[src/common/fix_msg_pkg.sv]
// Message-level definitions for the FIX session message builder.
// Value width, value length, message type codes and the field order
// are shared by the sequencer, the encoder and the testbench model.

package fix_msg_pkg;

	// one value word holds up to eight ASCII characters
	localparam int VALUE_BYTES = 8;
	localparam int VALUE_W     = VALUE_BYTES * 8;
	localparam int VAL_LEN_W   = 4;

	// first character sits in the top byte, unused bytes are zero
	typedef logic [VALUE_W-1:0] value_t;

	// count of valid bytes, 0 to VALUE_BYTES
	typedef logic [VAL_LEN_W-1:0] val_len_t;

	// one-hot style codes, any other value is rejected at start
	typedef enum logic [3:0] {
		MSG_LOGON     = 4'd1,
		MSG_HEARTBEAT = 4'd2,
		MSG_LOGOUT    = 4'd4
	} msg_type_t;

	// fields in the order they go out on the wire
	typedef enum logic [3:0] {
		FLD_BEGIN_STRING   = 4'd0,
		FLD_BODY_LENGTH    = 4'd1,
		FLD_MSG_TYPE       = 4'd2,
		FLD_MSG_SEQ_NUM    = 4'd3,
		FLD_SENDER_COMP_ID = 4'd4,
		FLD_SENDING_TIME   = 4'd5,
		FLD_TARGET_COMP_ID = 4'd6,
		// logon only
		FLD_ENCRYPT_METHOD = 4'd7,
		FLD_HEARTBT_INT    = 4'd8,
		// tag only, the serializer fills in the sum
		FLD_CHECKSUM       = 4'd9
	} field_id_t;

endpackage
[src/common/fix_tag_pkg.sv]
// Wire-format constants for the FIX message builder.
// Tag strings include the trailing '=' and are left-aligned in one word,
// fixed values are left-aligned in a value word like the input values.

package fix_tag_pkg;

	localparam int TAG_BYTES = 4;
	localparam int TAG_LEN_W = 3;

	typedef logic [TAG_BYTES*8-1:0] tag_t;
	typedef logic [TAG_LEN_W-1:0]   tag_len_t;

	// header fields
	localparam tag_t     TAG_BEGIN_STRING       = {"8=", 16'h0000};
	localparam tag_len_t TAG_LEN_BEGIN_STRING   = 3'd2;
	localparam tag_t     TAG_BODY_LENGTH        = {"9=", 16'h0000};
	localparam tag_len_t TAG_LEN_BODY_LENGTH    = 3'd2;
	localparam tag_t     TAG_MSG_TYPE           = {"35=", 8'h00};
	localparam tag_len_t TAG_LEN_MSG_TYPE       = 3'd3;
	localparam tag_t     TAG_MSG_SEQ_NUM        = {"34=", 8'h00};
	localparam tag_len_t TAG_LEN_MSG_SEQ_NUM    = 3'd3;
	localparam tag_t     TAG_SENDER_COMP_ID     = {"49=", 8'h00};
	localparam tag_len_t TAG_LEN_SENDER_COMP_ID = 3'd3;
	localparam tag_t     TAG_SENDING_TIME       = {"52=", 8'h00};
	localparam tag_len_t TAG_LEN_SENDING_TIME   = 3'd3;
	localparam tag_t     TAG_TARGET_COMP_ID     = {"56=", 8'h00};
	localparam tag_len_t TAG_LEN_TARGET_COMP_ID = 3'd3;

	// logon body
	localparam tag_t     TAG_ENCRYPT_METHOD     = {"98=", 8'h00};
	localparam tag_len_t TAG_LEN_ENCRYPT_METHOD = 3'd3;
	localparam tag_t     TAG_HEARTBT_INT        = "108=";
	localparam tag_len_t TAG_LEN_HEARTBT_INT    = 3'd4;

	// trailer
	localparam tag_t     TAG_CHECKSUM           = {"10=", 8'h00};
	localparam tag_len_t TAG_LEN_CHECKSUM       = 3'd3;

	// protocol version string
	localparam fix_msg_pkg::value_t   BEGIN_STRING_VAL   = {"FIX.4.2", 8'h00};
	localparam fix_msg_pkg::val_len_t BEGIN_STRING_LEN   = 4'd7;

	// no encryption
	localparam fix_msg_pkg::value_t   ENCRYPT_METHOD_VAL = {"0", 56'h0};
	localparam fix_msg_pkg::val_len_t ENCRYPT_METHOD_LEN = 4'd1;

	// MsgType codes, all single characters
	localparam fix_msg_pkg::value_t   MSGTYPE_LOGON_VAL     = {"A", 56'h0};
	localparam fix_msg_pkg::value_t   MSGTYPE_HEARTBEAT_VAL = {"0", 56'h0};
	localparam fix_msg_pkg::value_t   MSGTYPE_LOGOUT_VAL    = {"5", 56'h0};
	localparam fix_msg_pkg::val_len_t MSGTYPE_LEN           = 4'd1;

endpackage

[src/common/fix_field_if.sv]
// Field request between the field sequencer and the field encoder.
// The sequencer names one item (tag or value of a field) and strobes emit,
// the encoder answers with item_ready for values that are gated.

interface fix_field_if;
	import fix_msg_pkg::*;

	// one-cycle request for the item named below
	logic      emit;
	field_id_t field_id;
	// low selects the tag, high the value
	logic      is_value;
	msg_type_t msg_type;
	// low while a gated value is not yet available
	logic      item_ready;

	modport sequencer (
		output emit,
		output field_id,
		output is_value,
		output msg_type,
		input  item_ready
	);

	modport encoder (
		input  emit,
		input  field_id,
		input  is_value,
		input  msg_type,
		output item_ready
	);

endinterface

[src/hw/msg_builder/fix_msg_builder.sv]
// FIX session message builder, top level.
// Streams Logon, Heartbeat or Logout messages as tag/value items to a
// serializer, one item per done_i acknowledge, closing on end_i.

module fix_msg_builder (
	input  logic                   clk,
	input  logic                   rst,
	input  logic                   start_i,
	input  fix_msg_pkg::msg_type_t msg_type_i,
	input  logic                   done_i,
	input  logic                   end_i,
	input  logic                   fifo_full_i,
	input  logic                   bodylen_ready_i,
	input  logic                   seq_ready_i,
	input  fix_msg_pkg::value_t    body_len_i,
	input  fix_msg_pkg::val_len_t  body_len_len_i,
	input  fix_msg_pkg::value_t    seq_num_i,
	input  fix_msg_pkg::val_len_t  seq_num_len_i,
	input  fix_msg_pkg::value_t    sender_comp_id_i,
	input  fix_msg_pkg::val_len_t  sender_comp_id_len_i,
	input  fix_msg_pkg::value_t    target_comp_id_i,
	input  fix_msg_pkg::val_len_t  target_comp_id_len_i,
	input  fix_msg_pkg::value_t    send_time_i,
	input  fix_msg_pkg::val_len_t  send_time_len_i,
	input  fix_msg_pkg::value_t    heartbeat_int_i,
	input  fix_msg_pkg::val_len_t  heartbeat_int_len_i,
	output fix_tag_pkg::tag_t      tag_o,
	output fix_tag_pkg::tag_len_t  tag_len_o,
	output logic                   tag_valid_o,
	output fix_msg_pkg::value_t    val_o,
	output fix_msg_pkg::val_len_t  val_len_o,
	output logic                   val_valid_o,
	output logic                   checksum_o,
	output logic                   start_chksm_o,
	output logic                   msg_done_o
);

	fix_field_if u_field_if ();

	// walks the field list and handles the handshakes
	field_sequencer u_field_sequencer (
		.clk         (clk),
		.rst         (rst),
		.start_i     (start_i),
		.msg_type_i  (msg_type_i),
		.done_i      (done_i),
		.end_i       (end_i),
		.fifo_full_i (fifo_full_i),
		.fld         (u_field_if.sequencer),
		.msg_done_o  (msg_done_o)
	);

	// turns each request into a registered tag or value
	field_encoder u_field_encoder (
		.clk                  (clk),
		.rst                  (rst),
		.fld                  (u_field_if.encoder),
		.bodylen_ready_i      (bodylen_ready_i),
		.seq_ready_i          (seq_ready_i),
		.body_len_i           (body_len_i),
		.body_len_len_i       (body_len_len_i),
		.seq_num_i            (seq_num_i),
		.seq_num_len_i        (seq_num_len_i),
		.sender_comp_id_i     (sender_comp_id_i),
		.sender_comp_id_len_i (sender_comp_id_len_i),
		.target_comp_id_i     (target_comp_id_i),
		.target_comp_id_len_i (target_comp_id_len_i),
		.send_time_i          (send_time_i),
		.send_time_len_i      (send_time_len_i),
		.heartbeat_int_i      (heartbeat_int_i),
		.heartbeat_int_len_i  (heartbeat_int_len_i),
		.tag_o                (tag_o),
		.tag_len_o            (tag_len_o),
		.tag_valid_o          (tag_valid_o),
		.val_o                (val_o),
		.val_len_o            (val_len_o),
		.val_valid_o          (val_valid_o),
		.checksum_o           (checksum_o),
		.start_chksm_o        (start_chksm_o)
	);

endmodule

[src/hw/msg_builder/field_encoder.sv]
// Field encoder for the FIX message builder.
// Decodes the requested field into a tag constant or a value source and
// registers it on emit, one cycle later the matching strobe goes out.

module field_encoder (
	input  logic                  clk,
	input  logic                  rst,
	fix_field_if.encoder          fld,
	input  logic                  bodylen_ready_i,
	input  logic                  seq_ready_i,
	input  fix_msg_pkg::value_t   body_len_i,
	input  fix_msg_pkg::val_len_t body_len_len_i,
	input  fix_msg_pkg::value_t   seq_num_i,
	input  fix_msg_pkg::val_len_t seq_num_len_i,
	input  fix_msg_pkg::value_t   sender_comp_id_i,
	input  fix_msg_pkg::val_len_t sender_comp_id_len_i,
	input  fix_msg_pkg::value_t   target_comp_id_i,
	input  fix_msg_pkg::val_len_t target_comp_id_len_i,
	input  fix_msg_pkg::value_t   send_time_i,
	input  fix_msg_pkg::val_len_t send_time_len_i,
	input  fix_msg_pkg::value_t   heartbeat_int_i,
	input  fix_msg_pkg::val_len_t heartbeat_int_len_i,
	output fix_tag_pkg::tag_t     tag_o,
	output fix_tag_pkg::tag_len_t tag_len_o,
	output logic                  tag_valid_o,
	output fix_msg_pkg::value_t   val_o,
	output fix_msg_pkg::val_len_t val_len_o,
	output logic                  val_valid_o,
	output logic                  checksum_o,
	output logic                  start_chksm_o
);
	import fix_msg_pkg::*;
	import fix_tag_pkg::*;

	tag_t     tag_sel;
	tag_len_t tag_len_sel;
	value_t   val_sel;
	val_len_t val_len_sel;

	// tag lookup
	always_comb begin
		case (fld.field_id)
			FLD_BEGIN_STRING:   {tag_sel, tag_len_sel} = {TAG_BEGIN_STRING, TAG_LEN_BEGIN_STRING};
			FLD_BODY_LENGTH:    {tag_sel, tag_len_sel} = {TAG_BODY_LENGTH, TAG_LEN_BODY_LENGTH};
			FLD_MSG_TYPE:       {tag_sel, tag_len_sel} = {TAG_MSG_TYPE, TAG_LEN_MSG_TYPE};
			FLD_MSG_SEQ_NUM:    {tag_sel, tag_len_sel} = {TAG_MSG_SEQ_NUM, TAG_LEN_MSG_SEQ_NUM};
			FLD_SENDER_COMP_ID: {tag_sel, tag_len_sel} = {TAG_SENDER_COMP_ID, TAG_LEN_SENDER_COMP_ID};
			FLD_SENDING_TIME:   {tag_sel, tag_len_sel} = {TAG_SENDING_TIME, TAG_LEN_SENDING_TIME};
			FLD_TARGET_COMP_ID: {tag_sel, tag_len_sel} = {TAG_TARGET_COMP_ID, TAG_LEN_TARGET_COMP_ID};
			FLD_ENCRYPT_METHOD: {tag_sel, tag_len_sel} = {TAG_ENCRYPT_METHOD, TAG_LEN_ENCRYPT_METHOD};
			FLD_HEARTBT_INT:    {tag_sel, tag_len_sel} = {TAG_HEARTBT_INT, TAG_LEN_HEARTBT_INT};
			FLD_CHECKSUM:       {tag_sel, tag_len_sel} = {TAG_CHECKSUM, TAG_LEN_CHECKSUM};
			default:            {tag_sel, tag_len_sel} = '0;
		endcase
	end

	// value source, CheckSum has none
	always_comb begin
		val_sel     = '0;
		val_len_sel = '0;
		case (fld.field_id)
			FLD_BEGIN_STRING: begin
				val_sel     = BEGIN_STRING_VAL;
				val_len_sel = BEGIN_STRING_LEN;
			end
			FLD_BODY_LENGTH:    {val_sel, val_len_sel} = {body_len_i, body_len_len_i};
			FLD_MSG_TYPE: begin
				val_len_sel = MSGTYPE_LEN;
				case (fld.msg_type)
					MSG_LOGON:     val_sel = MSGTYPE_LOGON_VAL;
					MSG_HEARTBEAT: val_sel = MSGTYPE_HEARTBEAT_VAL;
					MSG_LOGOUT:    val_sel = MSGTYPE_LOGOUT_VAL;
					default:       val_len_sel = '0;
				endcase
			end
			FLD_MSG_SEQ_NUM:    {val_sel, val_len_sel} = {seq_num_i, seq_num_len_i};
			FLD_SENDER_COMP_ID: {val_sel, val_len_sel} = {sender_comp_id_i, sender_comp_id_len_i};
			FLD_SENDING_TIME:   {val_sel, val_len_sel} = {send_time_i, send_time_len_i};
			FLD_TARGET_COMP_ID: {val_sel, val_len_sel} = {target_comp_id_i, target_comp_id_len_i};
			FLD_ENCRYPT_METHOD: begin
				val_sel     = ENCRYPT_METHOD_VAL;
				val_len_sel = ENCRYPT_METHOD_LEN;
			end
			FLD_HEARTBT_INT:    {val_sel, val_len_sel} = {heartbeat_int_i, heartbeat_int_len_i};
			default: begin
				val_sel     = '0;
				val_len_sel = '0;
			end
		endcase
	end

	// BodyLength and MsgSeqNum values come from producers that may lag
	assign fld.item_ready = !(fld.is_value &&
		((fld.field_id == FLD_BODY_LENGTH && !bodylen_ready_i) ||
		 (fld.field_id == FLD_MSG_SEQ_NUM && !seq_ready_i)));

	// strobes, one cycle after emit
	always_ff @(posedge clk) begin
		if (rst) begin
			tag_valid_o   <= 1'b0;
			val_valid_o   <= 1'b0;
			checksum_o    <= 1'b0;
			start_chksm_o <= 1'b0;
		end else begin
			tag_valid_o   <= fld.emit && !fld.is_value;
			val_valid_o   <= fld.emit && fld.is_value;
			checksum_o    <= fld.emit && !fld.is_value && fld.field_id == FLD_CHECKSUM;
			start_chksm_o <= fld.emit && fld.is_value && fld.field_id == FLD_BEGIN_STRING;
		end
	end

	// data holds its last item between strobes
	always_ff @(posedge clk) begin
		if (fld.emit && !fld.is_value) begin
			tag_o     <= tag_sel;
			tag_len_o <= tag_len_sel;
		end
		if (fld.emit && fld.is_value) begin
			val_o     <= val_sel;
			val_len_o <= val_len_sel;
		end
	end

endmodule

[src/hw/msg_builder/field_sequencer.sv]
// FSM that steps through the fields of one FIX message.
// Each field gives a tag item and a value item (CheckSum gives only its tag),
// every item waits for done_i, and the message ends on end_i.

module field_sequencer (
	input  logic                   clk,
	input  logic                   rst,
	input  logic                   start_i,
	input  fix_msg_pkg::msg_type_t msg_type_i,
	input  logic                   done_i,
	input  logic                   end_i,
	input  logic                   fifo_full_i,
	fix_field_if.sequencer         fld,
	output logic                   msg_done_o
);
	import fix_msg_pkg::*;

	typedef enum logic [1:0] {
		ST_IDLE,
		// request pending, waiting for a free cycle
		ST_ISSUE,
		ST_WAIT_DONE,
		ST_WAIT_END
	} state_t;

	state_t    state;
	field_id_t field_q;
	field_id_t next_field;
	logic      is_value_q;
	msg_type_t type_q;
	logic      type_ok;
	logic      emit;

	// only the three session types start a message
	always_comb begin
		case (msg_type_i)
			MSG_LOGON,
			MSG_HEARTBEAT,
			MSG_LOGOUT: type_ok = 1'b1;
			default:    type_ok = 1'b0;
		endcase
	end

	// field after the current one
	// non-logon messages go straight from TargetCompID to CheckSum
	always_comb begin
		if (field_q == FLD_TARGET_COMP_ID && type_q != MSG_LOGON) begin
			next_field = FLD_CHECKSUM;
		end else begin
			next_field = field_id_t'(field_q + 4'd1);
		end
	end

	// a request goes out only when the FIFO has room and the value is there
	assign emit = (state == ST_ISSUE) && !fifo_full_i && fld.item_ready;

	always_ff @(posedge clk) begin
		if (rst) begin
			state      <= ST_IDLE;
			field_q    <= FLD_BEGIN_STRING;
			is_value_q <= 1'b0;
			type_q     <= MSG_LOGON;
			msg_done_o <= 1'b0;
		end else begin
			msg_done_o <= 1'b0;
			case (state)
				ST_IDLE: begin
					if (start_i && !fifo_full_i && type_ok) begin
						type_q     <= msg_type_i;
						field_q    <= FLD_BEGIN_STRING;
						is_value_q <= 1'b0;
						state      <= ST_ISSUE;
					end
				end
				ST_ISSUE: begin
					if (emit) begin
						// the CheckSum tag is the last item
						if (field_q == FLD_CHECKSUM) begin
							state <= ST_WAIT_END;
						end else begin
							state <= ST_WAIT_DONE;
						end
					end
				end
				ST_WAIT_DONE: begin
					if (done_i) begin
						if (!is_value_q) begin
							is_value_q <= 1'b1;
						end else begin
							is_value_q <= 1'b0;
							field_q    <= next_field;
						end
						state <= ST_ISSUE;
					end
				end
				ST_WAIT_END: begin
					// done_i is ignored here, the serializer closes with end_i
					if (end_i) begin
						msg_done_o <= 1'b1;
						state      <= ST_IDLE;
					end
				end
				default: begin
					state <= ST_IDLE;
				end
			endcase
		end
	end

	assign fld.emit     = emit;
	assign fld.field_id = field_q;
	assign fld.is_value = is_value_q;
	assign fld.msg_type = type_q;

endmodule

[config.mk]
export PLATFORM = sky130hd
export DESIGN_NAME = fix_msg_builder
export DESIGN_NICKNAME = d
export VERILOG_FILES = /design/src/common/fix_msg_pkg.sv /design/src/common/fix_tag_pkg.sv /design/src/common/fix_field_if.sv /design/src/hw/msg_builder/fix_msg_builder.sv /design/src/hw/msg_builder/field_encoder.sv /design/src/hw/msg_builder/field_sequencer.sv
export SDC_FILE = /design/constraint.sdc
export NUM_CORES = 1
export LEC_CHECK = 0
export BUFFER_PORTS_ARGS = -buffer_cell sky130_fd_sc_hd__buf_2
export CORE_AREA = 2 2 205 207
export CTS_BUF_LIST = sky130_fd_sc_hd__clkbuf_4 sky130_fd_sc_hd__clkbuf_8
export CTS_CLUSTER_DIAMETER = 150
export DETAILED_ROUTE_END_ITERATION = 12
export DIE_AREA = 0 0 207 209
export HOLD_SLACK_MARGIN = 0.1
export PLACE_DENSITY = 0.49
export SYNTH_ARGS = -nofsm -noshare
export SYNTH_HDL_FRONTEND = slang
export SYNTH_SLANG_ARGS = --single-unit
[constraint.sdc]
create_clock -name clk -period 3.85 [get_ports clk]
set_clock_uncertainty 0.1 [all_clocks]
set_input_delay 0.1925 -clock clk [delete_from_list [all_inputs] [get_ports clk]]
set_output_delay 0.1925 -clock clk [all_outputs]
set_load 0.05 [all_outputs]
==> results.yml, run 1 <==
logic_synthesis:
  synth_flop_cell: "edfxtp_1"
  async_reset_ff_frac: 0
  synth.avg_cell_area_um2: 10.3
  netlist_instances: 563
  synth-seq-cells: 97
  yosysWarningCount: 0
  netlist_area_um2: 5780
  yosysSeqAreaShare: 0.476
  synth_edf_count: 81
  synth.distinct_cells: 50
pwr:
  internal_power_mw: 1.65
  power_frac_seq: 0.503
  clockPowerShare: 0.326
  switching_share: 0.265
  p_switching_mw: 0.593
  p_total_mw: 2.24
  power.density_nw_per_um2: 199
  p_leak_nw: 4.59
  comb_power_share: 0.171
  vdd_drop_max_mv: 0.123
min_path:
  hp-class: "primary input to flop"
drt:
  drt-initial-drc-count: 949
  routedWlPerCell_um: 19.7
  vias_per_cell: 4.58
  num_vias: 8286
  routed_wl_um: 35700
  firstDrtPassIters: 9
  drc: 0
  ant_nets: 0
global_routing:
  grt_first_pass_wirelength_um: 51100
  grt_overflow: 0
  grt_max_degree: 42
  grt_usage: 0.157
  first_global_vias: 8419
  antenna_found_initial: 5
floorplanning:
  die_width_um: 207
  die_h_um: 209
  ios: 528
  start_util: 0.140
  rows: 75
  coreArea_um2: 41300
  dieArea_um2: 43300
final_layout:
  drive_gt1_frac: 0.439
  final_cells: 1808
  layout_common_cells: "buf_2, dlygate4sd3_1, a22oi_1"
  mostFrequentLayoutCell: "buf_2"
  area_growth_pct: 94.8
  nFillCells: 4405
  nets: 1685
  stdcell_area_um2: 11300
clock_network:
  numCtsBuffers: 9
  root_buffer: "clkbuf_8"
  cts_buffer_depth: 2
  clkTransAtPathRegs_ps: 100
  htreeDepth: 3
  clock-sinks: 97
  cts_tree: "built"
  post_cts_buffers: 0
  clk_latency_ps: 440
placement:
  place_area_um2: 8770
  placedCellCount: 1560
  hpwl_um: 25900
  gp_congestion: 0.957
  port-buffer-count: 517
worst_setup_path:
  required_ps: 4050
  endpoint_kind: "flop"
  critPathKind: "flop to flop"
  worstSetupStartpointType: "flop"
  path_max_fanout: 33
  worst_ep_arrival_time_ps: 3810
sta:
  hold_violations: 0
  setup_tns_ps: 0
  fin_crit_sh: 0.937
  rsz0062_at_grt: "no"
  report.final.slew_viol_count: 0
  relSlewSlack: 0.264
  tightest_slew_ps: 1100
  post-route-min-period_ps: 3610
  fmax_mhz: 277
  setup-violations-final: 0
run:
  cap_violations: 0
outcome:
  status: "finished, final reports clean"
[sequential cells by signal, indices dropped and copies added (netlist names)]
register	count
u_field_encoder.val_o	64
u_field_encoder.tag_o	11
u_field_encoder.val_len_o	4
u_field_sequencer.fld.field_id	4
u_field_sequencer.fld.msg_type	4
u_field_encoder.tag_len_o	2
u_field_sequencer.state	2
u_field_encoder.checksum_o	1
u_field_encoder.start_chksm_o	1
u_field_encoder.tag_valid_o	1
u_field_encoder.val_valid_o	1
u_field_sequencer.fld.is_value	1
u_field_sequencer.msg_done_o	1
[routing by layer]
metal / vias up / wire length, µm / track usage
met4: 0 / 1390 / 0.0776
met3: 77 / 3100 / 0.0421
met2: 590 / 17200 / 0.264
met5: - / 0 / 0
met1: 3947 / 14000 / 0.184
li1: 3672 / - / -
[cell usage after synthesis, drive strengths merged, types with 7 or more instances]
cell / count / share of area
a22oi: 148 / 0.19
nor2: 17 / 0.011
dfxtp: 16 / 0.055
clkbuf: 22 / 0.014
nand4: 23 / 0.025
buf: 57 / 0.059
a222oi: 28 / 0.048
nand3: 47 / 0.041
a21oi: 12 / 0.010
inv: 7 / 0.0045
nand2: 34 / 0.022
edfxtp: 81 / 0.42
[per-stage QoR]
stage	hold slack, ps	setup WS (ps)	util
2_1_floorplan	236	781	-
3_3_place_gp	368	1040	0.212
3_5_place_dp	378	919	0.212
4_1_cts	161	17.9	0.272
5_1_grt	254	71.8	0.273
6_report	236	243	0.273
[cell families (layout without fill, tap and decap cells)]
logic type | after synthesis | after routing | synth area share
AND/OR/NAND/NOR | 156 | 156 | 0.141
XOR/XNOR | 3 | 3 | 0.00455
multiplexers | 3 | 3 | 0.00520
AO/OA/AOI/OAI | 211 | 211 | 0.281
adder cells (fa/ha/maj) | 6 | 6 | 0.0130
flip-flops | 97 | 97 | 0.476
other | 1 | 15 | 0.000649
buffers and inverters | 86 | 778 | 0.0781
[cell type report]
| class | count | area, µm² | area share |
|---|---|---|---|
| repair buffers | 755 | 4970 | 0.441 |
| flip-flops and latches | 97 | 2750 | 0.245 |
| multi-input cells | 389 | 2630 | 0.234 |
| well taps | 539 | 674 | 0.0599 |
| clock buffers | 9 | 124 | 0.0110 |
| clock inverters | 7 | 70.1 | 0.00622 |
| inverters | 7 | 27.5 | 0.00244 |
| diodes | 5 | 12.5 | 0.00111 |
[worst max-delay path, stage by stage, from the launching register on]
cell	delay (ps)
dfxtp_1	380
inv_1	140
ha_1	400
and3b_4	600
buf_4	480
a22oi_1	130
dlygate4sd3_1	600
nand3_1	60
dlygate4sd3_1	540
[worst paths after layout]
check	end	from	slack, ps	cells past startpoint
min reg2reg	u_field_sequencer.fld.msg_type[3]$_SDFFE_PP0P_	u_field_sequencer.fld.msg_type[3]$_SDFFE_PP0P_	430	1
min	u_field_encoder.val_len_o[0]$_SDFFCE_PN0P_	heartbeat_int_len_i[0]	240	4
max reg2reg	u_field_encoder.val_o[53]$_SDFFCE_PN0P_	u_field_sequencer.fld.field_id[0]$_SDFFE_PP0P_	240	8
max	u_field_encoder.val_o[53]$_SDFFCE_PN0P_	u_field_sequencer.fld.field_id[0]$_SDFFE_PP0P_	240	8
[power groups by stage]
stage               registers, mW  clock network [mW]  logic [mW]
floorplan                    1.16                   0      0.0564
global placement             1.15                   0       0.297
detailed placement           1.15                   0       0.293
CTS                          1.13               0.785       0.375
global route                 1.13               0.814       0.405
finish                       1.13               0.731       0.383
[repair_timing]
item	CTS	global route
resized for setup	0	5
hold buffers	227	0
endpoints found under the hold margin	84	0
setup endpoints to repair	0	17
Note: power is estimated with default switching activity, not from simulation.
==> inputs of run 2 (changes only) <==
--- a/config.mk
+++ b/config.mk
@@ -13,6 +13,7 @@
 export DIE_AREA = 0 0 207 209
 export HOLD_SLACK_MARGIN = 0.1
 export PLACE_DENSITY = 0.49
+export SETUP_SLACK_MARGIN = 0.3
 export SYNTH_ARGS = -nofsm -noshare
 export SYNTH_HDL_FRONTEND = slang
 export SYNTH_SLANG_ARGS = --single-unit
==> run 2 against run 1 <==
  * Critical path depth is 1 lower
  * Setup slack improved by 240 ps
  * Global-route usage rose by 0.93 points
  * Sequential share of layout area fell by 1.4 points
  * Non-clock buffer count grew 70
  * Die area unchanged
  * Highest routed layer is now met5
==> results.yml, run 2 (synthesized netlist as in run 1, its figures left out) <==
outcome:
  status: "finished, final reports clean"
global_routing:
  first_global_vias: 8963
  grt_usage: 0.166
  antenna_found_initial: 6
  grt_first_pass_wirelength_um: 54300
  grt_max_degree: 42
  grt_overflow: 0
drt:
  dr_wl_met2_um: 18000
  drt-initial-drc-count: 980
  drc: 0
  firstDrtPassIters: 7
  wl_met3_um: 3300
  vias_per_cell: 4.66
  routed_wl_um: 37700
  ant_nets: 0
  num_vias: 8753
  m1WireLength_um: 14500
  routedWlPerCell_um: 20.1
  top_layer_used: "met5"
placement:
  port-buffer-count: 517
  hpwl_um: 25900
  gp_congestion: 0.957
  place_area_um2: 8770
  pre_cts_ws_ps: 919
  placedCellCount: 1560
clock_network:
  clk_latency_ps: 440
  htreeDepth: 3
  cts_tree: "built"
  clock-sinks: 97
  root_buffer: "clkbuf_8"
  clkTransAtPathRegs_ps: 100
  cts_buffer_depth: 2
  numCtsBuffers: 9
pwr:
  p_switching_mw: 0.612
  power.density_nw_per_um2: 192
  clockPowerShare: 0.321
  switching_share: 0.267
  internal_power_mw: 1.68
  p_total_mw: 2.29
  vdd_drop_max_mv: 0.125
  power_frac_seq: 0.492
  p_leak_nw: 4.71
  comb_power_share: 0.188
run:
  cap_violations: 0
final_layout:
  reg_top3: "u_field_encoder.val_o x64, u_field_encoder.tag_o x11"
  mostFrequentLayoutCell: "buf_2"
  area_growth_pct: 107
  drive_gt1_frac: 0.418
  layout_common_cells: "buf_2, dlygate4sd3_1, a22oi_1"
  largest_reg_flops: 64
  nFillCells: 4313
  nets: 1755
  top_register: "u_field_encoder.val_o"
  stdcell_area_um2: 12000
  fin_util: 0.290
  final_cells: 1878
worst_setup_path:
  worst_ep_arrival_time_ps: 3570
  worstSetupStartpointType: "flop"
  critPathKind: "flop to flop"
  required_ps: 4050
  r2r_cells: 7
  path_max_fanout: 34
  worst-r2r-setup-slack_ps: 490
  r2r_start: "u_field_sequencer.fld.field_id[1]$_SDFFE_PP0P_"
  endpoint_kind: "flop"
  endpoint: "u_field_encoder.val_o[39]$_SDFFCE_PN0P_"
  worstSetupStartpoint: "u_field_sequencer.fld.field_id[1]$_SDFFE_PP0P_"
  r2r_end: "u_field_encoder.val_o[39]$_SDFFCE_PN0P_"
sta:
  setup-violations-final: 0
  post-route-min-period_ps: 3360
  hold_violations: 0
  fin_crit_sh: 0.873
  fmax_mhz: 297
  report.final.slew_viol_count: 0
  fin_ws_ps: 488
  holdWs_ps: 235
  relSlewSlack: 0.253
  setup_tns_ps: 0
  rsz0062_at_grt: "no"
  tightest_slew_ps: 1120
min_path:
  hp-class: "primary input to flop"
floorplanning:
  ios: 528
  die_h_um: 209
  coreArea_um2: 41300
  die_width_um: 207
  rows: 75
  start_util: 0.140
  dieArea_um2: 43300
==> run 2: cell types whose count changed in the layout (fill, tap and decap cells not counted), sizes merged <==
| cell | delta |
|---|---|
| dlygate4sd3 | +70 |
==> run 2: cell type report <==
| class | count | area [µm²] | share of cell area |
|---|---|---|---|
| diodes | 5 | 12.5 | 0.00104 |
| clock inverters | 7 | 70.1 | 0.00585 |
| clock buffers | 9 | 124 | 0.0103 |
| multi-input cells | 389 | 2630 | 0.220 |
| repair buffers | 825 | 5680 | 0.474 |
| flip-flops and latches | 97 | 2760 | 0.230 |
| inverters | 7 | 27.5 | 0.00230 |
| well taps | 539 | 674 | 0.0563 |
==> run 2: timing repair <==
| action | CTS | global route |
|---|---|---|
| endpoints found under the setup margin | 0 | 36 |
| gates resized for setup | 0 | 9 |
| endpoints found under the hold margin | 84 | 0 |
| hold buffers | 297 | 0 |
| buffers inserted | 0 | 0 |
==> run 2: worst min-delay path by stage <==
stage                                 startpoint  slack, ps                                        endpoint  depth (start not counted)
after global routing      heartbeat_int_len_i[0]        250      u_field_encoder.val_len_o[0]$_SDFFCE_PN0P_                          4
after detailed placement           msg_type_i[2]        380  u_field_sequencer.fld.msg_type[2]$_SDFFE_PP0P_                          3
final                     heartbeat_int_len_i[0]        240      u_field_encoder.val_len_o[0]$_SDFFCE_PN0P_                          4
after floorplan                    msg_type_i[1]        240  u_field_sequencer.fld.msg_type[1]$_SDFFE_PP0P_                          2
after CTS                 heartbeat_int_len_i[0]        160      u_field_encoder.val_len_o[0]$_SDFFCE_PN0P_                          4
after global placement             msg_type_i[2]        370  u_field_sequencer.fld.msg_type[2]$_SDFFE_PP0P_                          3
==> run 2: critical path, stage by stage (launching register included) <==
cell and delay, ps:
dfxtp_1 450, ha_1 370, and2_4 510, buf_6 380
a22oi_1 140, dlygate4sd3_1 580, nand3_1 70, dlygate4sd3_1 560
==> run 2: power groups by stage <==
stage	clock network (mW)	logic [mW]	registers, mW
after floorplan	0	0.0564	1.16
after global placement	0	0.297	1.15
after detailed placement	0	0.293	1.15
after CTS	0.785	0.415	1.13
after global routing	0.813	0.452	1.13
final	0.736	0.430	1.13
==> run 2: layer usage <==
layer,up-vias,global-route usage
met3,128,0.0430
met4,2,0.0973
met2,670,0.276
met5,-,0
li1,3812,-
met1,4141,0.192
